<file path="config.mk">
export PLATFORM = sky130hd
export DESIGN_NAME = alu
export DESIGN_NICKNAME = d
export VERILOG_FILES = /design/src/source/execPkg.sv /design/src/source/alu.sv
export SDC_FILE = /design/constraint.sdc
export NUM_CORES = 2
export LEC_CHECK = 0
export BUFFER_PORTS_ARGS = -buffer_cell sky130_fd_sc_hd__clkbuf_2
export CAP_MARGIN = 10
export CORE_AREA = 3 3 317 319
export DETAILED_ROUTE_END_ITERATION = 10
export DIE_AREA = 0 0 320 322
export PLACE_DENSITY_LB_ADDON = 0.1
export SLEW_MARGIN = 25
export SYNTH_ARGS = -nofsm -noshare
export SYNTH_HDL_FRONTEND = slang
export SYNTH_SLANG_ARGS = --single-unit
</file>
<file path="constraint.sdc">
create_clock -name vclk -period 29.7
set_input_delay 4.455 -clock vclk [all_inputs]
set_output_delay 4.455 -clock vclk [all_outputs]
set_load 0.1 [all_outputs]
</file>
<file path="src/source/execPkg.sv">
`default_nettype none

package execPkg;

    // opcodes from the main controller
    typedef enum logic [3:0] {
        DC        = 4'b0000, // decode the function field
        ADD_I     = 4'b0001,
        SUB_I     = 4'b0010,
        OR_I      = 4'b0011,
        AND_I     = 4'b0100,
        XOR_I     = 4'b0101,
        NOR_I     = 4'b0110,
        ADDU_I    = 4'b0111,
        SUBU_I    = 4'b1000,
        MULTU_I   = 4'b1001,
        SLT_I     = 4'b1010,
        SLTU_I    = 4'b1011,
        MUL_OP    = 4'b1100, // multiply group, see mulFunctE
        SEBSEH_OP = 4'b1101  // sign extension group
    } aluOpE;

    // SPECIAL function field
    typedef enum logic [5:0] {
        F_SLL   = 6'b000000,
        F_SRL   = 6'b000010,
        F_SRA   = 6'b000011,
        F_SLLV  = 6'b000100,
        F_ROTRV = 6'b000110,
        F_SRAV  = 6'b000111,
        F_MOVZ  = 6'b001010,
        F_MOVN  = 6'b001011,
        F_MULT  = 6'b011000,
        F_MULTU = 6'b011001,
        F_ADD   = 6'b100000,
        F_ADDU  = 6'b100001,
        F_SUB   = 6'b100010,
        F_AND   = 6'b100100,
        F_OR    = 6'b100101,
        F_XOR   = 6'b100110,
        F_NOR   = 6'b100111,
        F_SLT   = 6'b101010,
        F_SLTU  = 6'b101011
    } functE;

    // function field under MUL_OP, codes overlap functE
    typedef enum logic [5:0] {
        FM_MADD = 6'b000000,
        FM_MUL  = 6'b000010,
        FM_MSUB = 6'b000100
    } mulFunctE;

    typedef enum logic [4:0] {
        ADD    = 5'b00000,
        ADDU   = 5'b00001,
        SUB    = 5'b00010,
        MULT   = 5'b00011,
        MULTU  = 5'b00100,
        AND    = 5'b00101,
        OR     = 5'b00110,
        NOR    = 5'b00111,
        XOR    = 5'b01000,
        SLL    = 5'b01001,
        SRL    = 5'b01010,
        SLLV   = 5'b01011,
        SLT    = 5'b01100,
        MOVN   = 5'b01101,
        MOVZ   = 5'b01110,
        ROTRV  = 5'b01111,
        SRA    = 5'b10000,
        SRAV   = 5'b10001,
        SLTU   = 5'b10010,
        MUL    = 5'b10011,
        MADD   = 5'b10100,
        MSUB   = 5'b10101,
        SEBSEH = 5'b10110
    } aluCtrlE;

    typedef struct packed {
        aluOpE       aluOp;
        logic [5:0]  funct; // read as functE or mulFunctE
        logic [4:0]  shamt;
    } instrT;

    typedef struct packed {
        logic [31:0] result;
        logic        writeEn; // low when movn/movz condition fails
    } aluResultT;

    typedef struct packed {
        logic        cyc;
        logic        stb;
        logic        we;
        logic [2:0]  adr;
        logic [31:0] dat;
    } wbReqT;

    typedef struct packed {
        logic        ack;
        logic [31:0] dat;
    } wbRspT;

    typedef enum logic [2:0] {
        REG_A      = 3'd0,
        REG_B      = 3'd1,
        REG_INSTR  = 3'd2, // write issues the instruction
        REG_RESULT = 3'd3,
        REG_HI     = 3'd4,
        REG_LO     = 3'd5
    } regAddrE;

endpackage

`default_nettype wire

</file>
<file path="src/source/alu.sv">
`timescale 1ns/1ns
`default_nettype none

module alu import execPkg::*; (
    input  aluCtrlE     aluCtrl,
    input  instrT       instr,
    input  wire  [31:0] opA,
    input  wire  [31:0] opB,
    output aluResultT   aluOut
);

    logic [4:0]  shiftVar; // variable shift amount from A
    logic [63:0] rotWide;

    assign shiftVar = opA[4:0];
    assign rotWide  = {opB, opB} >> shiftVar;

    always_comb begin
        aluOut.result  = 32'd0;
        aluOut.writeEn = 1'b1;
        case (aluCtrl)
            ADD, ADDU: aluOut.result = opA + opB; // no overflow trap
            SUB:       aluOut.result = opA - opB;
            AND:       aluOut.result = opA & opB;
            OR:        aluOut.result = opA | opB;
            NOR:       aluOut.result = ~(opA | opB);
            XOR:       aluOut.result = opA ^ opB;
            SLL:       aluOut.result = opB << instr.shamt;
            SRL:       aluOut.result = opB >> instr.shamt;
            SRA:       aluOut.result = $signed(opB) >>> instr.shamt;
            SLLV:      aluOut.result = opB << shiftVar;
            SRAV:      aluOut.result = $signed(opB) >>> shiftVar;
            ROTRV:     aluOut.result = rotWide[31:0];
            SLT:       aluOut.result = {31'd0, $signed(opA) < $signed(opB)};
            SLTU:      aluOut.result = {31'd0, opA < opB};
            MOVN: begin
                aluOut.result  = opA;
                aluOut.writeEn = (opB != 32'd0);
            end
            MOVZ: begin
                aluOut.result  = opA;
                aluOut.writeEn = (opB == 32'd0);
            end
            SEBSEH: begin
                if (instr.shamt[3]) begin // seh
                    aluOut.result = {{16{opB[15]}}, opB[15:0]};
                end else begin
                    aluOut.result = {{24{opB[7]}}, opB[7:0]};
                end
            end
            MUL:       aluOut.result = opA * opB; // low word is sign independent
            MULT, MULTU, MADD, MSUB: begin
                aluOut.result  = 32'd0; // these only touch HI/LO
                aluOut.writeEn = 1'b0;
            end
            default:   aluOut.result = opA + opB;
        endcase
    end

endmodule

`default_nettype wire

</file>
Word level (Yosys, flattened, before mapping)
Index checks and enable logic that the tools add are counted.
{ "word_totals": {"ff_bits": 0, "output_inout_bits": 33, "wordCells": 43, "inputBits": 84} }
{ "op_classes": {"order_cmp": 2, "mux": 3, "eq_ne": 21, "shift": 6, "addsub": 2, "multipliers": 1, "n_reduce_logical": 4, "bitwise": 4} }
{ "ops": {"columns": ["cell", "count"], "rows": [
  ["one-hot mux 32 bit (17 select lines)", 1],
  ["< comparator 32 bit", 2],
  ["left shift 32 x 5 -> 32 bit", 2],
  [">> shifter 64 x 5 -> 32 bit", 1],
  [">>> shifter 32 x 5 -> 32 bit", 2],
  ["== test 5 x 4 -> 1 bit, second input constant", 8],
  ["== test 5 bit, second input constant", 7],
  ["adder 32 bit", 1],
  ["bitwise AND 32 bit", 1],
  ["logical NOT 32 bit", 1],
  ["multiplier 32 x 32 -> 32 bit", 1],
  ["2-to-1 mux 32 bit", 1],
  ["NOT 32 bit", 1],
  ["OR 32 bit", 1],
  ["nonzero test 32 bit", 1],
  [">> shifter 32 x 5 -> 32 bit", 1],
  ["subtractor 32 bit", 1],
  ["XOR 32 bit", 1],
  ["== test 5 x 3 -> 1 bit, second input constant", 4],
  ["== test 5 x 2 -> 1 bit, second input constant", 2],
  ["OR reduction 4 bit", 1],
  ["one-hot mux 1 bit (3 select lines)", 1],
  ["OR reduction 2 bit", 1]
]} }

Longest topological paths before layout
{ "logic_depth": {"word_depth": 3, "ltp_mapped": 32, "mapped_depth_nobuf": 27} }

Least setup slack after synthesis
No wires, ideal clock.
{ "synth_timing": {"path_type": "input port to output port", "startpoint": "in opA[2]", "endpoint": "out aluOut[25] in the netlist's numbering", "arrival_ns": 13.613, "cell_stages": 27, "required_time_ns": 25.245, "slack_ns": 11.632, "path_cell_list": "inv_1 -> buf_1 -> clkbuf_1 -> clkbuf_1 -> clkbuf_1 -> nor2_1 -> fa_1 -> fa_1 -> fa_1 -> inv_1 -> fa_1 -> inv_1 -> fa_1 -> ha_1 -> fa_1 -> fa_1 -> ha_1 -> clkbuf_1 -> nand3_1 -> o31a_1 -> and2_1 -> o21ba_2 -> o21ai_0 -> mux2i_1 -> a211o_1 -> nor2_1 -> nor3_1"} }
{ "synth_lines": {"columns": ["item", "line_no", "text"], "rows": [
  ["from (decl)", "alu.sv:7", "input wire [31:0] opA,"],
  ["to (decl)", "alu.sv:9", "output aluResultT aluOut"]
]} }

==> flow_summary.ini <==
[detailed_routing]
post_drt_wl_per_cell_um = 34.3
vias = 30700
drt-pass1-iter-count = 6
wl_um = 173000
ant_nets = 0
viasPerCell = 6.08
drtIter0Drc = 4087
drc = 0

[setup_path]
crit_path_start_kind = input port
cp-end-kind = output port
cp.required_ns = 25.24
arrival_ns = 13.98
slowest_stage = clkinv_1
worstSetupPathType = input port to output port
critPathTopFamily = adder cells
path_buf_inv = 10
crit_top_cell = fa_1
cp_max_fo = 17
crit_path_max_incr_delay_ns = 1.02

[worst_hold_path]
hold_path_depth = 3
min_to = aluOut[0]
hp-start = aluCtrl[2]
hold_class = input port to output port

[logic_synthesis]
mappedNetlistArea_sq_um = 29400
yosysSeqAreaShare = 0
avgSynthCellArea_sq_um = 7.66
yosysWarnings = 0
synth_cells = 3833
syn_nets = 4546
synth_cell_type_count = 93

[floorplanning]
die_w_um = 320
core_area_sq_um = 98100
die_h_um = 322
start_util = 0.299
io_pins = 117
rows = 115
design.die.area_sq_um = 103000

[outcome]
status = finished clean

[sta]
slew-limit-headroom = 0.132
hold_viol_final = 0
min_period_ns = 18.43
hold_slack_ns = 9.73
drv_slew = 0
finalSetupViolations = 0
period_share = 0.621
rsz0062_at_grt = no
max_freq_mhz = 54.2
fin_tns_setup_ns = 0
tightest_slew_ns = 1.29

[run]
maxCapViolCount = 0

[placement]
gp_congestion = 1.07
io_buffers = 107
dp_hpwl_um = 132000

[cells_and_area]
register_area_sq_um = 0
final_common_cell = nor2_1
syn_to_final_growth_pct = 6.40
multi_input_area_sq_um = 26400
layout_common_cells = nor2_1 (512), inv_1 (458), nand2_1 (448), fa_1 (410), ha_1 (219)
nClkBuffers = 0
n_fill_cell = 10809
n_sequential_cell = 0
final_layout_size_suffix_gt1_frac = 0.104
nets = 4472

[clock_tree]
hold_buffers = 0
cts_setup_buffers = 0
cts_resized = 0

[global_route]
grt.overflow.total = 0
antenna_found_initial = 11
grt_max_degree = 50
grt_pass1_wl_um = 242000
grt_usage = 0.329
grt_pass1_vias = 30224
layer usage:
metal  part of all wire  up-vias  wire length, um  track usage
li1                   -    12875                -            -
met1               0.42    15593            72800        0.456
met2               0.42     1872            73500        0.497
met3              0.098      358            16900       0.0595
met4              0.057        2             9840        0.151
met5           0.000075        -               13            0
per-stage QoR:
stage	setup WS, ns	cells	util	cell area, sq um
finish	11.27	5050	0.318	31200
global route	11.02	5044	0.318	31200
CTS	11.39	5043	0.318	31200
detailed placement	11.40	5043	0.318	31200
global placement	11.46	5043	0.318	31200
floorplan	11.63	3833	-	29400
cells by family (layout without fill, tap and decap cells):
kind of cell	count (synthesis)	count (layout)	share of synthesized area
adder cells (fa/ha/maj)	629	629	0.373
AND/OR/NAND/NOR	1311	1311	0.193
XOR/XNOR	98	98	0.0292
buffers and inverters	787	711	0.104
multiplexers	236	236	0.118
AO/OA/AOI/OAI	772	772	0.183
other	0	6	0
how the worst max path moves through the flow:
stage                     startpoint          to  slack, ns  depth (start not counted)
final                         opA[5]  aluOut[30]      11.27                         29
after CTS                     opA[5]  aluOut[30]      11.39                         29
after floorplan               opA[2]  aluOut[25]      11.63                         27
after global routing          opA[5]  aluOut[30]      11.02                         29
after detailed placement      opA[5]  aluOut[30]      11.40                         29
after global placement        opA[5]  aluOut[30]      11.46                         29
area by class of cell:
class,count,area share
Antenna cell,6,0.000481
Timing Repair Buffer,225,0.0461
Tap cell,1287,0.0515
Multi-Input combinational cell,3046,0.843
Inverter,486,0.0584
cells in the mapped netlist, types with 17 or more instances:
master | instances | share of area
a211oi_1 | 67 | 0.017
a21o_1 | 29 | 0.0074
a21oi_1 | 151 | 0.026
a221oi_1 | 29 | 0.0086
a22o_1 | 21 | 0.0063
a22oi_1 | 30 | 0.0077
a31oi_1 | 18 | 0.0038
and2_1 | 37 | 0.0079
and3_1 | 21 | 0.0045
buf_1 | 47 | 0.0060
buf_2 | 44 | 0.0075
clkbuf_1 | 200 | 0.026
fa_1 | 410 | 0.28
ha_1 | 219 | 0.093
inv_1 | 463 | 0.059
mux2_2 | 27 | 0.010
mux2i_1 | 120 | 0.041
mux4_2 | 85 | 0.065
nand2_1 | 448 | 0.057
nand2b_1 | 43 | 0.0092
nand3_1 | 89 | 0.015
nand4_1 | 17 | 0.0036
nor2_1 | 518 | 0.066
nor2b_1 | 17 | 0.0036
nor3_1 | 59 | 0.010
o211ai_1 | 36 | 0.0092
o21ai_0 | 128 | 0.022
o21ai_1 | 22 | 0.0037
o22ai_1 | 20 | 0.0043
xnor2_1 | 75 | 0.022
xor2_1 | 23 | 0.0069
