==> src/source/execPkg.sv <==
`default_nettype none

package execPkg;

    // opcodes from the main controller
    typedef enum logic [3:0] {
        DC        = 4'b0000, // decode the function field
        ADD_I     = 4'b0001,
        SUB_I     = 4'b0010,
        OR_I      = 4'b0011,
        AND_I     = 4'b0100,
        XOR_I     = 4'b0101,
        NOR_I     = 4'b0110,
        ADDU_I    = 4'b0111,
        SUBU_I    = 4'b1000,
        MULTU_I   = 4'b1001,
        SLT_I     = 4'b1010,
        SLTU_I    = 4'b1011,
        MUL_OP    = 4'b1100, // multiply group, see mulFunctE
        SEBSEH_OP = 4'b1101  // sign extension group
    } aluOpE;

    // SPECIAL function field
    typedef enum logic [5:0] {
        F_SLL   = 6'b000000,
        F_SRL   = 6'b000010,
        F_SRA   = 6'b000011,
        F_SLLV  = 6'b000100,
        F_ROTRV = 6'b000110,
        F_SRAV  = 6'b000111,
        F_MOVZ  = 6'b001010,
        F_MOVN  = 6'b001011,
        F_MULT  = 6'b011000,
        F_MULTU = 6'b011001,
        F_ADD   = 6'b100000,
        F_ADDU  = 6'b100001,
        F_SUB   = 6'b100010,
        F_AND   = 6'b100100,
        F_OR    = 6'b100101,
        F_XOR   = 6'b100110,
        F_NOR   = 6'b100111,
        F_SLT   = 6'b101010,
        F_SLTU  = 6'b101011
    } functE;

    // function field under MUL_OP, codes overlap functE
    typedef enum logic [5:0] {
        FM_MADD = 6'b000000,
        FM_MUL  = 6'b000010,
        FM_MSUB = 6'b000100
    } mulFunctE;

    typedef enum logic [4:0] {
        ADD    = 5'b00000,
        ADDU   = 5'b00001,
        SUB    = 5'b00010,
        MULT   = 5'b00011,
        MULTU  = 5'b00100,
        AND    = 5'b00101,
        OR     = 5'b00110,
        NOR    = 5'b00111,
        XOR    = 5'b01000,
        SLL    = 5'b01001,
        SRL    = 5'b01010,
        SLLV   = 5'b01011,
        SLT    = 5'b01100,
        MOVN   = 5'b01101,
        MOVZ   = 5'b01110,
        ROTRV  = 5'b01111,
        SRA    = 5'b10000,
        SRAV   = 5'b10001,
        SLTU   = 5'b10010,
        MUL    = 5'b10011,
        MADD   = 5'b10100,
        MSUB   = 5'b10101,
        SEBSEH = 5'b10110
    } aluCtrlE;

    typedef struct packed {
        aluOpE       aluOp;
        logic [5:0]  funct; // read as functE or mulFunctE
        logic [4:0]  shamt;
    } instrT;

    typedef struct packed {
        logic [31:0] result;
        logic        writeEn; // low when movn/movz condition fails
    } aluResultT;

    typedef struct packed {
        logic        cyc;
        logic        stb;
        logic        we;
        logic [2:0]  adr;
        logic [31:0] dat;
    } wbReqT;

    typedef struct packed {
        logic        ack;
        logic [31:0] dat;
    } wbRspT;

    typedef enum logic [2:0] {
        REG_A      = 3'd0,
        REG_B      = 3'd1,
        REG_INSTR  = 3'd2, // write issues the instruction
        REG_RESULT = 3'd3,
        REG_HI     = 3'd4,
        REG_LO     = 3'd5
    } regAddrE;

endpackage

`default_nettype wire

==> src/source/aluDecoder.sv <==
`timescale 1ns/1ns
`default_nettype none

module aluDecoder import execPkg::*; (
    input  wire     clk,
    input  wire     rstN,
    input  instrT   instr,
    output aluCtrlE aluCtrl
);

    always_comb begin
        aluCtrl = ADD; // unknown codes fall back to add
        if (instr.aluOp == DC) begin
            case (functE'(instr.funct))
                F_ADD:   aluCtrl = ADD;
                F_ADDU:  aluCtrl = ADDU;
                F_SUB:   aluCtrl = SUB;
                F_MULT:  aluCtrl = MULT;
                F_MULTU: aluCtrl = MULTU;
                F_AND:   aluCtrl = AND;
                F_OR:    aluCtrl = OR;
                F_NOR:   aluCtrl = NOR;
                F_XOR:   aluCtrl = XOR;
                F_SLL:   aluCtrl = SLL;
                F_SRL:   aluCtrl = SRL;
                F_SLLV:  aluCtrl = SLLV;
                F_SLT:   aluCtrl = SLT;
                F_MOVN:  aluCtrl = MOVN;
                F_MOVZ:  aluCtrl = MOVZ;
                F_ROTRV: aluCtrl = ROTRV;
                F_SRA:   aluCtrl = SRA;
                F_SRAV:  aluCtrl = SRAV;
                F_SLTU:  aluCtrl = SLTU;
                default: aluCtrl = ADD;
            endcase
        end else begin
            case (instr.aluOp)
                ADD_I:   aluCtrl = ADD;
                SUB_I:   aluCtrl = SUB;
                OR_I:    aluCtrl = OR;
                AND_I:   aluCtrl = AND;
                XOR_I:   aluCtrl = XOR;
                NOR_I:   aluCtrl = NOR;
                ADDU_I:  aluCtrl = ADDU;
                SUBU_I:  aluCtrl = SUB;   // wraps the same as subu
                MULTU_I: aluCtrl = MULTU;
                SLT_I:   aluCtrl = SLT;
                SLTU_I:  aluCtrl = SLTU;
                MUL_OP: begin
                    case (mulFunctE'(instr.funct))
                        FM_MUL:  aluCtrl = MUL;
                        FM_MADD: aluCtrl = MADD;
                        FM_MSUB: aluCtrl = MSUB;
                        default: aluCtrl = ADD;
                    endcase
                end
                SEBSEH_OP: aluCtrl = SEBSEH; // seb/seh picked by shamt in the ALU
                default:   aluCtrl = ADD;
            endcase
        end
    end

    // instruction register is cleared by reset, so the code must stay defined
    aluCtrlKnown: assert property (
        @(posedge clk) disable iff (!rstN) !$isunknown(aluCtrl)
    ) else $error("aluCtrl unknown");

endmodule

`default_nettype wire

==> config.mk <==
export PLATFORM = sky130hd
export DESIGN_NAME = aluDecoder
export DESIGN_NICKNAME = d
export VERILOG_FILES = /design/src/source/execPkg.sv /design/src/source/aluDecoder.sv
export SDC_FILE = /design/constraint.sdc
export NUM_CORES = 1
export LEC_CHECK = 0
export BUFFER_PORTS_ARGS = -buffer_cell sky130_fd_sc_hd__buf_4
export CORE_AREA = 4 4 41 43
export DETAILED_ROUTE_END_ITERATION = 16
export DIE_AREA = 0 0 45 47
export PLACE_DENSITY = 0.74
export SLEW_MARGIN = 20
export SYNTH_ARGS = -nofsm -noshare
export SYNTH_HDL_FRONTEND = slang
export SYNTH_SLANG_ARGS = --single-unit
==> constraint.sdc <==
create_clock -name vclk -period 1.2
set_input_delay 0.12 -clock vclk [all_inputs]
set_output_delay 0.12 -clock vclk [all_outputs]
set_load 0.03 [all_outputs]
Word level (Yosys, flattened, before mapping)
Memory sizes are Yosys's and may differ from the RTL's.
Cells that the tools add are included.
{"block": "op_classes", "eq_ne": 14, "muxes": 3, "n_reduce_logical": 3}
{"operator": "$pmux W5 S11", "n": 1}
{"operator": "$eq A4 B4 Y1 const B", "n": 6}
{"operator": "$eq A4 B3 Y1 const B", "n": 4}
{"operator": "$pmux W5 S3", "n": 1}
{"operator": "$eq A4 B2 Y1 const B", "n": 2}
{"operator": "$eq A6 B2 Y1 const B", "n": 1}
{"operator": "$eq A6 B3 Y1 const B", "n": 1}
{"operator": "$logic_not A6 Y1", "n": 1}
{"operator": "$mux W5", "n": 1}
{"operator": "$logic_not A4 Y1", "n": 1}
{"operator": "$reduce_or A2 Y1", "n": 1}
{"block": "totals", "register_bits": 0, "mem_bits_ro": 320, "inputBits": 17, "output_inout_bits": 5, "wordCells": 21, "mem_count": 1}
{"name": "(no name shown)", "depth": 64, "word_bits": 5, "read_ports": 1, "rd_ports_with_merged_regs": 0, "wr": 0, "line": "aluDecoder.sv:14", "text": "case (functE'(instr.funct))"}

Longest topological paths before layout
Gate-level depths: netlist of run 1.
{"block": "logic_depth", "depth_word": 4, "depth_mapped": 6, "mapped_depth_nobuf": 6}

Least setup slack after synthesis of run 1
No wires, ideal clock.
{"block": "synth_path", "kind": "input to output", "startpoint": "input port instr[5] (netlist name)", "endpoint": "output port aluCtrl[1]", "arrival_time_ns": 1.359, "required_time_ns": 1.080, "setup_slack_ns": -0.279, "stages": 6, "n_path_buf": 0, "cell_sequence": "inv_1 -> ha_1 -> a21oi_1 -> a2111oi_0 -> nor3_1 -> o2bb2ai_1"}
{"block": "synth_between", "elab_chain_len": 4, "word_cells_on_any_way": 7, "classes_between": "eq/ne: 2; mux: 3; reduce/logical: 1; memory: 1"}
{"item": "from (decl)", "line": "aluDecoder.sv:7", "text": "input instrT instr,"}
{"item": "$eq A6 B3 Y1 (tied with other cells)", "line": "aluDecoder.sv:50", "text": "case (mulFunctE'(instr.funct))"}
{"item": "$pmux W5 S3", "line": "aluDecoder.sv:50"}
{"item": "$pmux W5 S11", "line": "aluDecoder.sv:37", "text": "case (instr.aluOp)"}
{"item": "$mux W5 (*)", "line": "aluDecoder.sv:13", "text": "if (instr.aluOp == DC) begin"}
{"item": "to (decl)", "line": "aluDecoder.sv:8", "text": "output aluCtrlE aluCtrl"}
Every way passes the cells marked *; elsewhere a longest branch is shown, timed or not.

Worst setup path after layout of run 1
{"block": "layout_path", "startpoint": "input port instr[9] (netlist name)", "endpoint": "output port aluCtrl[1]"}
Same word-level chain as after synthesis.

==> impl_metrics.tcl, run 1 <==
set metrics [dict create \
    status "complete, but fails checks" \
    violations "negative setup slack" \
    cpLargestDelayFamily "buffers and inverters" \
    power.leakage_nw 0.4389 \
    setup_violations 5 \
    place_congestion 0.8310 \
    max-vdd-ir-drop_mv 0.2278 \
    cp.required_ns 1.08 \
    drt-wirelength-per-cell_um 16.95 \
    die_h_um 47 \
    final_util_pct 80.58 \
    initial_core_util_pct 45.87 \
    pwr-share-clk_pct 0 \
    synth_adder_area_share_pct 10.48 \
    switching_share_pct 50.82 \
    crit_buf_inv 4 \
    first_global_vias 811 \
    ys_top_cells_by_area "ha_1 10%, buf_6 7.5%, inv_1 4.4%" \
    diodes 0 \
    drive_gt1_share_pct 58.82 \
    power_switching_w 0.0001981 \
    antenna_found_initial 0 \
    pin_count 22 \
    grt_usage_pct 22.66 \
    yosysWarnings 0 \
    yosysTopAreaCellShare_pct 10.48 \
    drt_iter0_drc 38 \
    dieArea_um2 2115 \
    synth.distinct_cells 41 \
    rsz0062_at_grt "true" \
    syn-cell-area_um2 596.8 \
    crit_path_frequent_cell "buf_4" \
    seq_area_frac_synth_pct 0 \
    grt_pass1_wl_mm 3.670 \
    crit_arrival_ns 1.33 \
    seq_cell_count 0 \
    critical_path.max_stage_delay_ns 0.23 \
    hp-start "instr[11]" \
    dr.pass1.iters 4 \
    crit_chain "buf_4, buf_4, buf_4, nand3b_1, a21oi_1, nor3_2, o2bb2ai_2, buf_6" \
    rows 13 \
    nNetsFinal 143 \
    via_count 833 \
    syn_avg_cell_area_um2 7.191 \
    cap_violations 0 \
    timing.final.ws_setup_ns -0.2543 \
    clkbuf_count 0 \
    synth_top_family_by_area "compound AO/OA/AOI/OAI gates" \
    power_frac_seq_pct 0 \
    synth_xor_area_share_pct 1.468 \
    synthSimpleGateAreaFrac_pct 28.51 \
    grt_max_degree 12 \
    area_growth_pct 75.68 \
    synthMuxAreaShare_pct 5.241 \
    synth_compound_area_share_pct 37.53 \
    power_density_nw_per_um2 371.7 \
    dp_cells 131 \
    combPwrFrac_pct 100.0 \
    maxSlewViolCount 0 \
    critPathKind "input pin to output pin" \
    post-place-ws_ns -0.3010 \
    syn-num-nets 105 \
    maxSlewHeadroom_pct 77.47 \
    grt_overflow_total 0 \
    postSynthCellCount 83 \
    worstSetupEndpointType "output pin" \
    die_w_um 45 \
    dpl.hpwl_mm 1.661 \
    hold_path_class "input pin to output pin" \
    regArea_um2 0 \
    worst_setup_path_start_kind "input pin" \
    drc 0 \
    fin_crit_sh_pct 121.2 \
    hold_viol 0 \
    finalNonFillerCells 134 \
    slowest_stage "a21oi_1" \
    fin_crit_ns 1.454 \
    portBuffers 15 \
    via_per_inst 6.216 \
    timing.fmax_mhz 687.6 \
    p_int_w 0.0001917 \
    synth_largest_area_cell "ha_1" \
    routed_wl_mm 2.271 \
    core_area_um2 1301 \
    startpoint "instr[9]" \
    cts_hold_buf 0 \
    path_max_fanout 4 \
    ant_nets 0 \
    tightestPinTransition_ns 0.3373 \
]
## layer usage
metal | wire length (um) | global-route usage (%)
met1 | 977 | 30.56
met2 | 1111 | 40.68
met3 | 128 | 0.3831
met4 | 54 | 4.094
met5 | 0 | 0
## power by group through the flow
stage / logic (W) / clock network (W) / registers (W)
after floorplan: 0.000192 / 0 / 0
after global placement: 0.000322 / 0 / 0
after detailed placement: 0.000333 / 0 / 0
after CTS: 0.000365 / 0 / 0
after global routing: 0.000415 / 0 / 0
final: 0.000390 / 0 / 0
## what timing repair did
action / 4_1_cts / 5_1_grt
buffers inserted: 3 / 0
pin swaps: 10 / 7
cloned: 0 / 0
resized for setup: 14 / 7
endpoints found under the setup margin: 5 / 5
## cell type report
type               instances  area, um2
fillers                   81      252.7
inverters                  7      32.53
well taps                 15      18.77
multi-input cells         68      628.1
repair buffers            44      369.1
## cells in the mapped netlist (2+ instances only)
cell type	number
a2111oi_0	2
a21oi_1	5
a31o_2	2
a31oi_1	3
buf_2	3
buf_6	4
ha_1	5
inv_1	7
mux2i_1	2
nand2_1	5
nand2b_1	3
nand3_1	2
nand3b_1	2
nor2_1	5
nor2b_1	2
nor3_1	2
o2111ai_1	3
o21a_1	2
or3_1	2
## path summary, 6_finish.rpt
| path | to | slack (ns) | cells past startpoint |
|---|---|---|---|
| setup / recovery | aluCtrl[1] | -0.25 | 8 |
| hold / removal | aluCtrl[3] | 0.76 | 5 |
## cell usage in the layout, fill, tap and decap left out, drive strengths merged, types with 2 or more instances in the layout
cell type and count:
buf 44, inv 6, nor2 5, nand2 5, a21oi 5, ha 5, nand2b 3, a31o 3
o2111ai 3, a31oi 3, nor3 3, or3 2, nand3b 2, mux2i 2, a2111oi 2, nand3 2
nor2b 2, o21a 2
## through the flow
step	total power [W]	setup TNS (ns)	instance area (um2)	hold WS [ns]
floorplan	0.0001921	-0.06939	663.1	0.4570
global placement	0.0003222	-1.111	928.4	0.7546
detailed placement	0.0003329	-1.367	928.4	0.7628
CTS	0.0003654	-1.087	1012	0.7632
global route	0.0004151	-1.316	1049	0.8076
finish	0.0003897	-1.045	1049	0.7648
## cell families (layout without fill, tap and decap cells)
| logic type | count (synthesis) | in the layout |
|---|---|---|
| AND/OR/NAND/NOR | 30 | 30 |
| AO/OA/AOI/OAI | 29 | 29 |
| buffers and inverters | 15 | 51 |
| adder cells (fa/ha/maj) | 5 | 5 |
| multiplexers | 3 | 3 |
| XOR/XNOR | 1 | 1 |
Power figures use the tool's default switching activity.
==> run 2, diff against run 1 <==
PLACE_DENSITY = 0.72   (was 0.74)
clock period = 1.8 ns   (was 1.2 ns; I/O delays follow)
==> run 2 against run 1 <==
The flow now finishes without violations. Largest power group unchanged. Die area is the same. Via count shrank 19%. Critical path depth is the same. Total power shrank 58%. Clock-buffer cell count is the same. Worst hold slack gained 0.062 ns. Utilization shrank 28 points. Combinational power shrank 58%. Highest routed layer is now met3. First-iteration DRC count shrank 37%.
==> impl_metrics.tcl, run 2 (synthesized netlist as in run 1, its figures left out) <==
set metrics [dict create \
    status "finished, final reports clean" \
    diodes 0 \
    rows 13 \
    dpl.hpwl_mm 1.137 \
    area_growth_pct 15.30 \
    drt-wirelength-per-cell_um 14.02 \
    fin_crit_ns 1.693 \
    holdWs_ns 0.8272 \
    max-vdd-ir-drop_mv 0.1194 \
    post-place-ws_ns 0.05310 \
    maxSlewViolCount 0 \
    slowest_stage "a2111oi_0" \
    portBuffers 15 \
    via_per_inst 6.259 \
    routed_wl_mm 1.514 \
    core_area_um2 1301 \
    grt_overflow_total 0 \
    crit_chain "buf_4, inv_1, ha_2, inv_1, a2111oi_0, o2111ai_1, nand2_1, buf_4" \
    cap_violations 0 \
    timing.fmax_mhz 590.5 \
    grt_pass1_wl_mm 2.477 \
    layout_commonest_cell "buf_4" \
    fin_crit_sh_pct 94.08 \
    dp_cells 108 \
    ant_nets 0 \
    critPathKind "input pin to output pin" \
    grt_max_degree 17 \
    dieArea_um2 2115 \
    hold_path_class "input pin to output pin" \
    timing.final.ws_setup_ns 0.1067 \
    power_density_nw_per_um2 238.1 \
    finalNonFillerCells 108 \
    via_count 676 \
    drive_gt1_share_pct 27.96 \
    power.leakage_nw 0.2795 \
    seq_cell_count 0 \
    tightestPinTransition_ns 0.3789 \
    antenna_found_initial 0 \
    nNetsFinal 117 \
    dr.pass1.iters 4 \
    maxSlewHeadroom_pct 74.09 \
    worst_setup_path_start_kind "input pin" \
    place_congestion 0.7822 \
    holdPathStages 4 \
    die_h_um 47 \
    fillers 132 \
    clkbuf_count 0 \
    tns_ns 0 \
    hold_viol 0 \
    initial_core_util_pct 45.87 \
    rsz0062_at_grt "false" \
    pin_count 22 \
    first_global_vias 566 \
    cp.required_ns 1.62 \
    path_max_fanout 5 \
    worstSetupEndpointType "output pin" \
    drt_iter0_drc 24 \
    drc 0 \
    critical_path.max_stage_delay_ns 0.42 \
    regArea_um2 0 \
    die_w_um 45 \
    cts_hold_buf 0 \
    finalPower_w 0.0001639 \
    grt_usage_pct 14.87 \
    crit_arrival_ns 1.51 \
    final_cell_mix "18 x buf_4, 7 x inv_1, 5 x nor2_1, 5 x a21oi_1, 5 x nand2_1" \
    setup_violations 0 \
]
-- run 2: timing repair --
action                     CTS  global route
gates resized for setup      0             4
setup buffers                0             0
setup endpoints to repair    0             3
-- run 2: final timing paths --
path,startpoint,end
max,instr[5],aluCtrl[3]
min,instr[12],aluCtrl[1]
-- run 2: final cells by class --
type	instances	area [um2]	area share, %
multi-input combinational	68	508.0	73.82
timing repair buffer	18	135.1	19.64
inverter	7	26.28	3.818
tap	15	18.77	2.727
-- run 2: stage by stage --
step           util (%)  cell area (um2)
6_report          52.88            688.2
2_1_floorplan         -            596.8
3_3_place_gp      52.02            676.9
5_1_grt           52.88            688.2
4_1_cts           52.02            676.9
3_5_place_dp      52.02            676.9
-- run 2: metal layers --
metal  share of wire [%]  vias up  routed length (um)  track usage (%)
li1                    -      341                   -                -
met1                  46      322                 696            20.22
met2                  50       13                 754            27.68
met3                 4.2        0                  63           0.3831
met4                   0        0                   0                0
met5                   0        -                   0                0
-- run 2: critical path, delay by kind of cell --
kind / cells / cell delay, ns
buf+inv: 4 / 0.43
simple gates: 1 / 0.08
fa+ha+maj: 1 / 0.24
compound gates: 2 / 0.59
-- run 2: report_power, final --
group          internal [W]  total (W)  switching, W
logic             0.0000692   0.000164     0.0000947
registers                 0          0             0
clock network             0          0             0
