==> src/source/execPkg.sv <==
`default_nettype none

package execPkg;

    // opcodes from the main controller
    typedef enum logic [3:0] {
        DC        = 4'b0000, // decode the function field
        ADD_I     = 4'b0001,
        SUB_I     = 4'b0010,
        OR_I      = 4'b0011,
        AND_I     = 4'b0100,
        XOR_I     = 4'b0101,
        NOR_I     = 4'b0110,
        ADDU_I    = 4'b0111,
        SUBU_I    = 4'b1000,
        MULTU_I   = 4'b1001,
        SLT_I     = 4'b1010,
        SLTU_I    = 4'b1011,
        MUL_OP    = 4'b1100, // multiply group, see mulFunctE
        SEBSEH_OP = 4'b1101  // sign extension group
    } aluOpE;

    // SPECIAL function field
    typedef enum logic [5:0] {
        F_SLL   = 6'b000000,
        F_SRL   = 6'b000010,
        F_SRA   = 6'b000011,
        F_SLLV  = 6'b000100,
        F_ROTRV = 6'b000110,
        F_SRAV  = 6'b000111,
        F_MOVZ  = 6'b001010,
        F_MOVN  = 6'b001011,
        F_MULT  = 6'b011000,
        F_MULTU = 6'b011001,
        F_ADD   = 6'b100000,
        F_ADDU  = 6'b100001,
        F_SUB   = 6'b100010,
        F_AND   = 6'b100100,
        F_OR    = 6'b100101,
        F_XOR   = 6'b100110,
        F_NOR   = 6'b100111,
        F_SLT   = 6'b101010,
        F_SLTU  = 6'b101011
    } functE;

    // function field under MUL_OP, codes overlap functE
    typedef enum logic [5:0] {
        FM_MADD = 6'b000000,
        FM_MUL  = 6'b000010,
        FM_MSUB = 6'b000100
    } mulFunctE;

    typedef enum logic [4:0] {
        ADD    = 5'b00000,
        ADDU   = 5'b00001,
        SUB    = 5'b00010,
        MULT   = 5'b00011,
        MULTU  = 5'b00100,
        AND    = 5'b00101,
        OR     = 5'b00110,
        NOR    = 5'b00111,
        XOR    = 5'b01000,
        SLL    = 5'b01001,
        SRL    = 5'b01010,
        SLLV   = 5'b01011,
        SLT    = 5'b01100,
        MOVN   = 5'b01101,
        MOVZ   = 5'b01110,
        ROTRV  = 5'b01111,
        SRA    = 5'b10000,
        SRAV   = 5'b10001,
        SLTU   = 5'b10010,
        MUL    = 5'b10011,
        MADD   = 5'b10100,
        MSUB   = 5'b10101,
        SEBSEH = 5'b10110
    } aluCtrlE;

    typedef struct packed {
        aluOpE       aluOp;
        logic [5:0]  funct; // read as functE or mulFunctE
        logic [4:0]  shamt;
    } instrT;

    typedef struct packed {
        logic [31:0] result;
        logic        writeEn; // low when movn/movz condition fails
    } aluResultT;

    typedef struct packed {
        logic        cyc;
        logic        stb;
        logic        we;
        logic [2:0]  adr;
        logic [31:0] dat;
    } wbReqT;

    typedef struct packed {
        logic        ack;
        logic [31:0] dat;
    } wbRspT;

    typedef enum logic [2:0] {
        REG_A      = 3'd0,
        REG_B      = 3'd1,
        REG_INSTR  = 3'd2, // write issues the instruction
        REG_RESULT = 3'd3,
        REG_HI     = 3'd4,
        REG_LO     = 3'd5
    } regAddrE;

endpackage

`default_nettype wire

==> src/source/execCtrl.sv <==
`timescale 1ns/1ns
`default_nettype none

module execCtrl import execPkg::*; (
    input  wire         clk,
    input  wire         rstN,
    input  wbReqT       wbReq,
    output wbRspT       wbRsp,
    output instrT       instr,
    output logic [31:0] opA,
    output logic [31:0] opB,
    input  aluResultT   aluOut,
    input  wire  [31:0] hi,
    input  wire  [31:0] lo,
    output logic        issue
);

    typedef enum logic {IDLE, ACK} stateE;

    stateE       state;
    logic [31:0] resultReg;
    logic [31:0] rdData;

    always_ff @(posedge clk or negedge rstN) begin
        if (!rstN) begin
            state     <= IDLE;
            issue     <= 1'b0;
            opA       <= 32'd0;
            opB       <= 32'd0;
            instr     <= '0;
            resultReg <= 32'd0;
            rdData    <= 32'd0;
        end else begin
            issue <= 1'b0; // one-cycle pulse
            if (issue && aluOut.writeEn) begin
                resultReg <= aluOut.result;
            end
            case (state)
                IDLE: begin
                    if (wbReq.cyc && wbReq.stb) begin
                        state  <= ACK;
                        rdData <= 32'd0;
                        if (wbReq.we) begin
                            case (regAddrE'(wbReq.adr))
                                REG_A: opA <= wbReq.dat;
                                REG_B: opB <= wbReq.dat;
                                REG_INSTR: begin
                                    instr <= instrT'(wbReq.dat[14:0]);
                                    issue <= 1'b1; // executes on next edge
                                end
                                default: ; // read-only or unmapped
                            endcase
                        end else begin
                            case (regAddrE'(wbReq.adr))
                                REG_RESULT: rdData <= resultReg;
                                REG_HI:     rdData <= hi;
                                REG_LO:     rdData <= lo;
                                default:    rdData <= 32'd0;
                            endcase
                        end
                    end
                end
                ACK:     state <= IDLE; // forces a gap before the next ack
                default: state <= IDLE;
            endcase
        end
    end

    assign wbRsp.ack = (state == ACK);
    assign wbRsp.dat = rdData;

    ackFollowsReq: assert property (
        @(posedge clk) disable iff (!rstN) wbRsp.ack |-> wbReq.cyc && wbReq.stb
    ) else $error("ack without request");

    ackSingleCycle: assert property (
        @(posedge clk) disable iff (!rstN) wbRsp.ack |=> !wbRsp.ack
    ) else $error("ack held two cycles");

endmodule

`default_nettype wire

==> config.mk <==
export PLATFORM = sky130hd
export DESIGN_NAME = execCtrl
export DESIGN_NICKNAME = d
export VERILOG_FILES = /design/src/source/execPkg.sv /design/src/source/execCtrl.sv
export SDC_FILE = /design/constraint.sdc
export NUM_CORES = 1
export LEC_CHECK = 0
export ABC_CLOCK_PERIOD_IN_PS = 1900
export BUFFER_PORTS_ARGS = -buffer_cell sky130_fd_sc_hd__buf_2
export CAP_MARGIN = 20
export CORE_ASPECT_RATIO = 1.5
export CORE_MARGIN = 5
export CORE_UTILIZATION = 45
export CTS_CLUSTER_SIZE = 12
export DETAILED_ROUTE_END_ITERATION = 8
export HOLD_SLACK_MARGIN = 0.06
export PLACE_DENSITY_LB_ADDON = 0.12
export SYNTH_ARGS = -nofsm -noshare
export SYNTH_HDL_FRONTEND = slang
export SYNTH_SLANG_ARGS = --single-unit
==> constraint.sdc <==
create_clock -name clk -period 1.9 [get_ports clk]
set_clock_uncertainty 0.1 [all_clocks]
set_input_delay 0.38 -clock clk [delete_from_list [all_inputs] [get_ports clk]]
set_output_delay 0.38 -clock clk [all_outputs]
set_load 0.01 [all_outputs]
### Yosys cells after proc, flatten, opt, wreduce, memory -nomap -nowiden

Cells that the tools add are included.

| storage, ports and cells | value |
|---|---|
| bits of input ports | 137 |
| word-level logic and storage cells | 30 |
| register bits after elaboration | 145 |
| output and inout port bits | 113 |

| cells by class | value |
|---|---|
| bitwise logic cells | 1 |
| reduce and logical (&&, ||, !) cells | 7 |
| eq/ne operators | 5 |
| multiplexer cells | 8 |

Operators by type and width:

| kind | number |
|---|---|
| one-hot mux 32 bit (3 select lines) | 1 |
| 2-to-1 mux 32 bit | 1 |
| AND reduction 4 bit | 3 |
| equality test 3 x 2 -> 1 bit, second input constant | 2 |
| equality test 3 bit, second input constant | 2 |
| 2-to-1 mux 1 bit | 5 |
| equality test 3 x 1 -> 1 bit, second input constant | 1 |
| logical NOT 3 bit | 1 |
| logical AND 1 bit | 2 |
| one-hot mux 1 bit (2 select lines) | 1 |
| AND reduction 2 bit | 1 |
| inverter 1 bit | 1 |

### Depth between registers and ports, before layout

Gate-level depths: netlist of run 1.

| depth | value |
|---|---|
| depth in word-level cells | 5 |
| gate-level depth with buffers | 6 |
| mapped depth without buffers | 4 |

### Worst setup path after synthesis of run 1

OpenSTA, ideal clock, no wires.

| timing | value |
|---|---|
| kind | input port to flip-flop |
| start point | in wbReq[34] in the netlist's numbering |
| end point | reg opA[22] |
| data required time | 1.675 ns |
| stages on the path | 4 |
| data arrival time | 1.488 ns |
| path buffers | 1 |
| slack | 0.187 ns |
| library setup time | 0.125 ns |
| cell sequence | and2b_2 nor4b_4 buf_6 mux2_2 |

| between the ends | value |
|---|---|
| cells in the longest elaborated chain, start to end | 2 |

RTL lines:

| item | line | RTL |
|---|---|---|
| from (decl) | execCtrl.sv:7 | `input wbReqT wbReq,` |
| logical NOT 3 bit | execCtrl.sv:44 | `case (regAddrE'(wbReq.adr))` |
| AND reduction 4 bit (no line) | - |  |
| to (signal assigned) | execCtrl.sv:45 | `REG_A: opA <= wbReq.dat;` |
| to (decl) | execCtrl.sv:10 | `output logic [31:0] opA,` |

Every way passes these cells.
A chain may end at the register's enable or synchronous reset.

### Worst setup path after layout of run 1

| timing | value |
|---|---|
| start point | reg state |
| end point | reg opA[12] |

| between the ends | value |
|---|---|
| cells in the longest elaborated chain, start to end | 2 |

RTL lines:

| item | line | RTL |
|---|---|---|
| from (decl) | execCtrl.sv:20 | `stateE state;` |
| from (signal assigned) | execCtrl.sv:26 | `state <= IDLE;` |
| from (signal assigned) | execCtrl.sv:41 | `state <= ACK;` |
| from (signal assigned) | execCtrl.sv:63 | `ACK: state <= IDLE;` |
| inverter 1 bit (no line) | - |  |
| AND reduction 4 bit (no line) | - |  |

Every way passes these cells.

==> results of run 1 <==
[layout make-up]
type	instances	area, um^2
Clock inverter	13	151
Clock buffer	19	443
Tap cell	162	203
Fill cell	1093	5190
Inverter	2	7.51
Sequential cell	145	3630
Multi-Input combinational cell	217	2270
Timing Repair Buffer	270	1510
[layer usage]
metal	global-route usage, %	part of all wire (%)	vias up
met5	0	0.17	-
met4	7.13	2.3	4
met3	7.12	7.7	30
met2	36.5	53	165
met1	21.0	36	2122
li1	-	-	1978
[flip-flops by register name (all words and copies together), names as in the netlist]
| signal | flops |
|---|---|
| opA | 32 |
| opB | 32 |
| rdData | 32 |
| resultReg | 32 |
| instr | 15 |
| issue | 1 |
| state | 1 |
[metrics by stage]
| step | power, mW | cell area, um^2 | utilization (%) | cells |
|---|---|---|---|---|
| global placement | 5.07 | 7610 | 56.8 | 795 |
| CTS | 8.46 | 8210 | 61.3 | 828 |
| finish | 8.35 | 8210 | 61.3 | 828 |
| global route | 8.74 | 8210 | 61.3 | 828 |
| detailed placement | 5.13 | 7610 | 56.8 | 795 |
| floorplan | 4.38 | 6070 | - | 393 |
[worst reg2reg max path, stage by stage, from the launching register on]
cell and delay, ps:
dfrtp_1 380, nand3b_4 190, nor4b_4 270, buf_12 250, mux2_2 390
[cells in the final DEF (no fill, tap or decap), drive strengths merged, types with 2 or more instances in the layout]
cell / n
a22o: 32
clkbuf: 19
o2bb2ai: 32
inv: 6
mux2i: 32
bufinv: 2
mux2: 111
buf: 269
clkinv: 6
nand4b: 2
dfrtp: 145
nand3b: 2
[cell families after synthesis]
| group | Yosys count | share of synthesized area [%] |
|---|---|---|
| buf+inv | 31 | 2.84 |
| flops | 145 | 59.8 |
| mux | 143 | 25.9 |
| compound gates | 65 | 9.57 |
| simple gates | 9 | 1.94 |
[worst paths after layout]
check	cells past startpoint	to	slack [ps]	start
min in group asynchronous	2	rdData[28]$_DFFE_PN0P_	370	rstN
max reg2reg	4	opA[12]$_DFFE_PN0P_	210	state$_DFF_PN0_
min	2	resultReg[13]$_DFFE_PN0P_	100	aluOut[14]
min reg2reg	1	opA[27]$_DFFE_PN0P_	380	opA[27]$_DFFE_PN0P_
max	4	opA[12]$_DFFE_PN0P_	210	state$_DFF_PN0_
max in group asynchronous	3	opB[22]$_DFFE_PN0P_	750	rstN
[power breakdown]
part	internal (mW)	total (mW)	switching, mW
combinational	0.701	1.35	0.651
clock	1.99	3.29	1.30
sequential	3.50	3.70	0.203
total	6.19	8.35	2.16
[what timing repair did]
| item | in CTS | in global routing |
|---|---|---|
| endpoints found under the setup margin | 0 | 0 |
| resized for setup | 0 | 0 |
| buffers inserted | 0 | 0 |
| hold buffers | 1 | 0 |
| endpoints found under the hold margin | 39 | 0 |
==> flow_summary_export.csv, run 1 <==
group,metric,value,unit
status,status,"finished, final reports clean",
synth,ys_ff_latch,145,
sta,setup_viol_count_final,0,
placed_design,portBuffers,249,
synth,yosysTopAreaCell,"dfrtp_1",
worst_setup_path,crit_path_end_kind,"register",
detailed_routing,wirelength,15.7,mm
worst_setup_path,criticalPathCategory,"reg2reg",
worst_setup_path,worst_path_max_delay_cell,"dfrtp_1",
worst_setup_path,crit_fanout,32,
sta,fin_ws,205,ps
sta,finalSetupTns,0,ps
worst_setup_path,max_stage_delay,380,ps
global_route,overflow,0,
detailed_routing,drtAntennaViolNets,0,
synth,synth.most_common_cell,"dfrtp_1",
clock_tree,clock_sinks,145,
synth,avgSynthCellArea,15.4,um^2
synth,netlist_top_cells_count,"145 x dfrtp_1, 109 x mux2_2, 32 x a22o_1, 32 x mux2i_1, 32 x o2bb2ai_1",
placed_design,gp_congestion,0.761,
synth,netlist_area,6070,um^2
synth,ys_warn_count,0,
floorplan,dieArea,16000,um^2
cells_and_area,area.growth.synth_to_final,35.3,%
sta,rsz0062_at_grt,"no",
synth,yosys-top-cells-area,"dfrtp_1 60%, mux2_2 20%, mux2i_1 5.3%",
sta,worstMarginPinSlew,485,ps
clock_tree,path_clk_slew,60,ps
worst_hold_path,hold_path.class,"in2reg",
clock_tree,htree_levels,4,
power_and_ir_drop,leakage,4.46,nW
clock_tree,cts_tree,"built",
worst_setup_path,cp.arrival,1880,ps
worst_setup_path,crit_buf_inv,1,
sta,slew_viol_final,0,
global_route,grt_first_pass_wirelength,25.6,mm
sta,finalHoldViolCount,0,
synth,postSynth.asyncResetShare,100,%
floorplan,rows,52,
worst_setup_path,crit_required,2090,ps
worst_setup_path,cp-start-kind,"register",
synth,ys_seq_area_share,59.8,%
floorplan,core-area,13400,um^2
synth,synth_top_area_share,59.8,%
global_route,gr-usage-all-layers,20.1,%
floorplan,dieWidth,105,um
cells_and_area,drive_above_1_share,62.5,%
power_and_ir_drop,ir_drop,0.676,mV
clock_tree,cts_buffers,17,
sta,hold-worst-slack,100,ps
global_route,grt_max_degree,46,
cells_and_area,finalNetCount,790,
detailed_routing,vias,4299,
sta,relSlewSlack,67.7,%
detailed_routing,wire_per_inst,19.0,um
sta,post-route-min-period,1690,ps
cells_and_area,antenna_cells,0,
placed_design,place_ws,7.88,ps
job,drv_cap,0,
clock_tree,ctsRootBufferMaster,"clkbuf_16",
synth,yosysUniqueCellTypes,23,
clock_tree,insertion_delay,400,ps
synth,syn-num-nets,530,
floorplan,ios,250,
synth,ys.flop_type,"dfrtp_1",
floorplan,die_height,152,um
detailed_routing,vias_per_cell,5.19,
sta,fin_crit_sh,89.2,%
global_route,grt_pass1_vias,5008,
detailed_routing,drc,0,
clock_tree,cts_buffer_depth,2,
power_and_ir_drop,p_per_area,1020,nW/um^2
placed_design,dpl.hpwl,12.0,mm
worst_setup_path,cp_cell_sequence,"nand3b_4 > nor4b_4 > buf_12 > mux2_2",
detailed_routing,dr.first_iter.drc_count,95,
synth,synth_edf_count,0,
global_route,antenna_found_initial,2,
floorplan,initial_core_util,45.3,%
worst_setup_path,path_delay_family,"simple AND/OR/NAND/NOR gates",
synth,postSynthCellCount,393,
detailed_routing,dr.pass1.iters,4,
sta,clock.fmax,590,MHz
No activity file was read; power rests on OpenSTA's default activity.
==> inputs of run 2 (changes only) <==
--- a/config.mk
+++ b/config.mk
@@ -5,12 +5,10 @@
 export SDC_FILE = /design/constraint.sdc
 export NUM_CORES = 1
 export LEC_CHECK = 0
-export ABC_CLOCK_PERIOD_IN_PS = 1900
+export ABC_CLOCK_PERIOD_IN_PS = 1500
 export BUFFER_PORTS_ARGS = -buffer_cell sky130_fd_sc_hd__buf_2
 export CAP_MARGIN = 20
-export CORE_ASPECT_RATIO = 1.5
-export CORE_MARGIN = 5
-export CORE_UTILIZATION = 45
+export CORE_UTILIZATION = 44
 export CTS_CLUSTER_SIZE = 12
 export DETAILED_ROUTE_END_ITERATION = 8
 export HOLD_SLACK_MARGIN = 0.06
==> constraint.sdc (replaced) <==
create_clock -name clk -period 1.5 [get_ports clk]
set_clock_uncertainty 0.1 [all_clocks]
set_input_delay 0.3 -clock clk [delete_from_list [all_inputs] [get_ports clk]]
set_output_delay 0.3 -clock clk [all_outputs]
set_load 0.01 [all_outputs]
==> flow_summary_export.csv, run 2 (synthesized netlist as in run 1, its figures left out) <==
group,metric,value,unit
cells_and_area,antenna_cells,0,
detailed_routing,drtAntennaViolNets,0,
detailed_routing,drc,0,
worst_hold_path,hold_path.class,"in2reg",
sta,fin_crit_sh,113,%
sta,slew_viol_final,0,
floorplan,ios,250,
worst_hold_path,hold_end,"instr[13]$_DFFE_PN0P_",
worst_setup_path,crit_required,1690,ps
floorplan,dieArea,14300,um^2
placed_design,dpl.hpwl,10.8,mm
cells_and_area,postLayoutCoreUtil,67.9,%
worst_setup_path,worst_path_max_delay_cell,"dfrtp_1",
detailed_routing,dr.first_iter.drc_count,131,
sta,clock.fmax,588,MHz
worst_setup_path,crit_fanout,32,
sta,setup_viol_count_final,96,
worst_setup_path,crit_path_end_kind,"register",
power_and_ir_drop,p_per_area,1190,nW/um^2
cells_and_area,final_cell_mix,"248 x buf_2, 145 x dfrtp_1, 108 x mux2_2, 64 x dlygate4sd3_1",
floorplan,dieWidth,119,um
worst_setup_path,worstRegToRegCells,4,
job,drv_cap,0,
detailed_routing,wire_per_inst,17.0,um
detailed_routing,dr.pass1.iters,4,
cells_and_area,fillers,1005,
sta,relSlewSlack,73.2,%
worst_setup_path,reg2reg_from,"state$_DFF_PN0_",
detailed_routing,vias,4620,
clock_tree,cts_buffer_depth,2,
worst_setup_path,cp_cell_sequence,"nand3b_4 > nor4b_4 > buf_12 > mux2_2",
power_and_ir_drop,ir_drop,0.881,mV
global_route,grt_first_pass_wirelength,25.1,mm
global_route,overflow,0,
cells_and_area,drive_above_1_share,57.9,%
sta,post-route-min-period,1700,ps
cells_and_area,finalNetCount,869,
worst_hold_path,min-delay-start,"wbReq[13]",
placed_design,portBuffers,249,
sta,hold-worst-slack,86.0,ps
status,violations,"setup timing",
worst_setup_path,cp-start-kind,"register",
power_and_ir_drop,leakage,4.84,nW
clock_tree,cts_tree,"built",
cells_and_area,final_common_cell,"buf_2",
detailed_routing,vias_per_cell,5.02,
worst_setup_path,reg2reg_to,"opA[13]$_DFFE_PN0P_",
sta,fin_ws,-201,ps
worst_setup_path,cp.arrival,1900,ps
detailed_routing,wirelength,15.6,mm
status,status,"finished, violations left",
cells_and_area,final_cell_area,9060,um^2
worst_setup_path,max_stage_delay,370,ps
floorplan,core-area,13300,um^2
worst_setup_path,criticalPathCategory,"reg2reg",
cells_and_area,multiInputGateArea,2280,um^2
cells_and_area,regArea,3630,um^2
cells_and_area,area.growth.synth_to_final,49.3,%
clock_tree,htree_levels,4,
clock_tree,insertion_delay,410,ps
sta,finalHoldViolCount,0,
sta,worstMarginPinSlew,403,ps
placed_design,placed_cell_area,7750,um^2
clock_tree,cts_buffers,17,
worst_hold_path,min_path_cells,2,
worst_setup_path,rrSetupSlack,-200,ps
global_route,grt_pass1_vias,4935,
global_route,antenna_found_initial,0,
floorplan,initial_core_util,45.5,%
clock_tree,clock_sinks,145,
placed_design,gp_congestion,0.804,
floorplan,rows,42,
global_route,grt_max_degree,35,
floorplan,die_height,119,um
clock_tree,path_clk_slew,50,ps
sta,rsz0062_at_grt,"yes",
clock_tree,ctsRootBufferMaster,"clkbuf_16",
global_route,gr-usage-all-layers,23.0,%
## run 2: changes by cell type in the layout (fill, tap and decap cells not counted), moves of 2 or more
cell           delta
clkinvlp_4        +2
dlygate4sd3_1    +63
inv_6             -4
clkbuf_8          +2
clkinv_2          +3
clkinv_4          -5
buf_4            +12
buf_12            +2
## run 2: worst max-delay path by stage
stage,start,end,slack (ps),cells after the start
2_1_floorplan,state$_DFF_PN0_,opA[22]$_DFFE_PN0P_,-190,4
3_3_place_gp,wbReq[34],opA[15]$_DFFE_PN0P_,-220,5
3_5_place_dp,wbReq[34],opA[25]$_DFFE_PN0P_,-250,5
4_1_cts,state$_DFF_PN0_,opA[25]$_DFFE_PN0P_,-210,4
5_1_grt,state$_DFF_PN0_,opA[13]$_DFFE_PN0P_,-250,4
6_report,state$_DFF_PN0_,opA[13]$_DFFE_PN0P_,-200,4
## run 2: critical path, delay by kind of cell, from the launching register on
family / cells / cell delay, ps
simple gates: 2 / 460
buf+inv: 1 / 260
flops: 1 / 370
mux: 1 / 370
## run 2: cell type report
cell class	count	share of cell area (%)
tap	176	2.43
inverter	2	0.0829
multi-input combinational	217	25.2
clock inverter	10	1.46
clock buffer	22	5.23
timing repair buffer	349	25.6
sequential	145	40.0
## run 2: stage by stage
step	TNS (ps)	setup slack, ps	cells	total power [mW]
CTS	-13750	-207	918	10.9
global placement	-15600	-215	821	6.42
floorplan	-5900	-186	393	5.56
global route	-20830	-248	921	11.3
detailed placement	-17510	-249	821	6.49
finish	-13460	-201	921	10.8
## run 2: per-layer routing
| metal | vias to the layer above | share of wire, % | track usage, % |
|---|---|---|---|
| li1 | 2140 | - | - |
| met1 | 2283 | 41 | 28.1 |
| met2 | 173 | 50 | 38.4 |
| met3 | 24 | 6.7 | 6.27 |
| met4 | 0 | 2.2 | 9.38 |
| met5 | - | 0 | 0 |
## run 2: power breakdown
| part | switching, mW | total, mW | leakage (nW) | internal (mW) |
|---|---|---|---|---|
| combinational | 0.837 | 1.85 | 2.62 | 1.02 |
| clock | 1.54 | 4.27 | 0.292 | 2.73 |
| sequential | 0.262 | 4.69 | 1.92 | 4.43 |
## run 2: repair_timing
action                                 CTS  global route
resized for setup                        1             1
setup buffers                            0             3
pin swaps                                1             1
endpoints found under the hold margin  253             0
hold buffers                            64             0
cloned                                   1             0
setup endpoints to repair               96           111
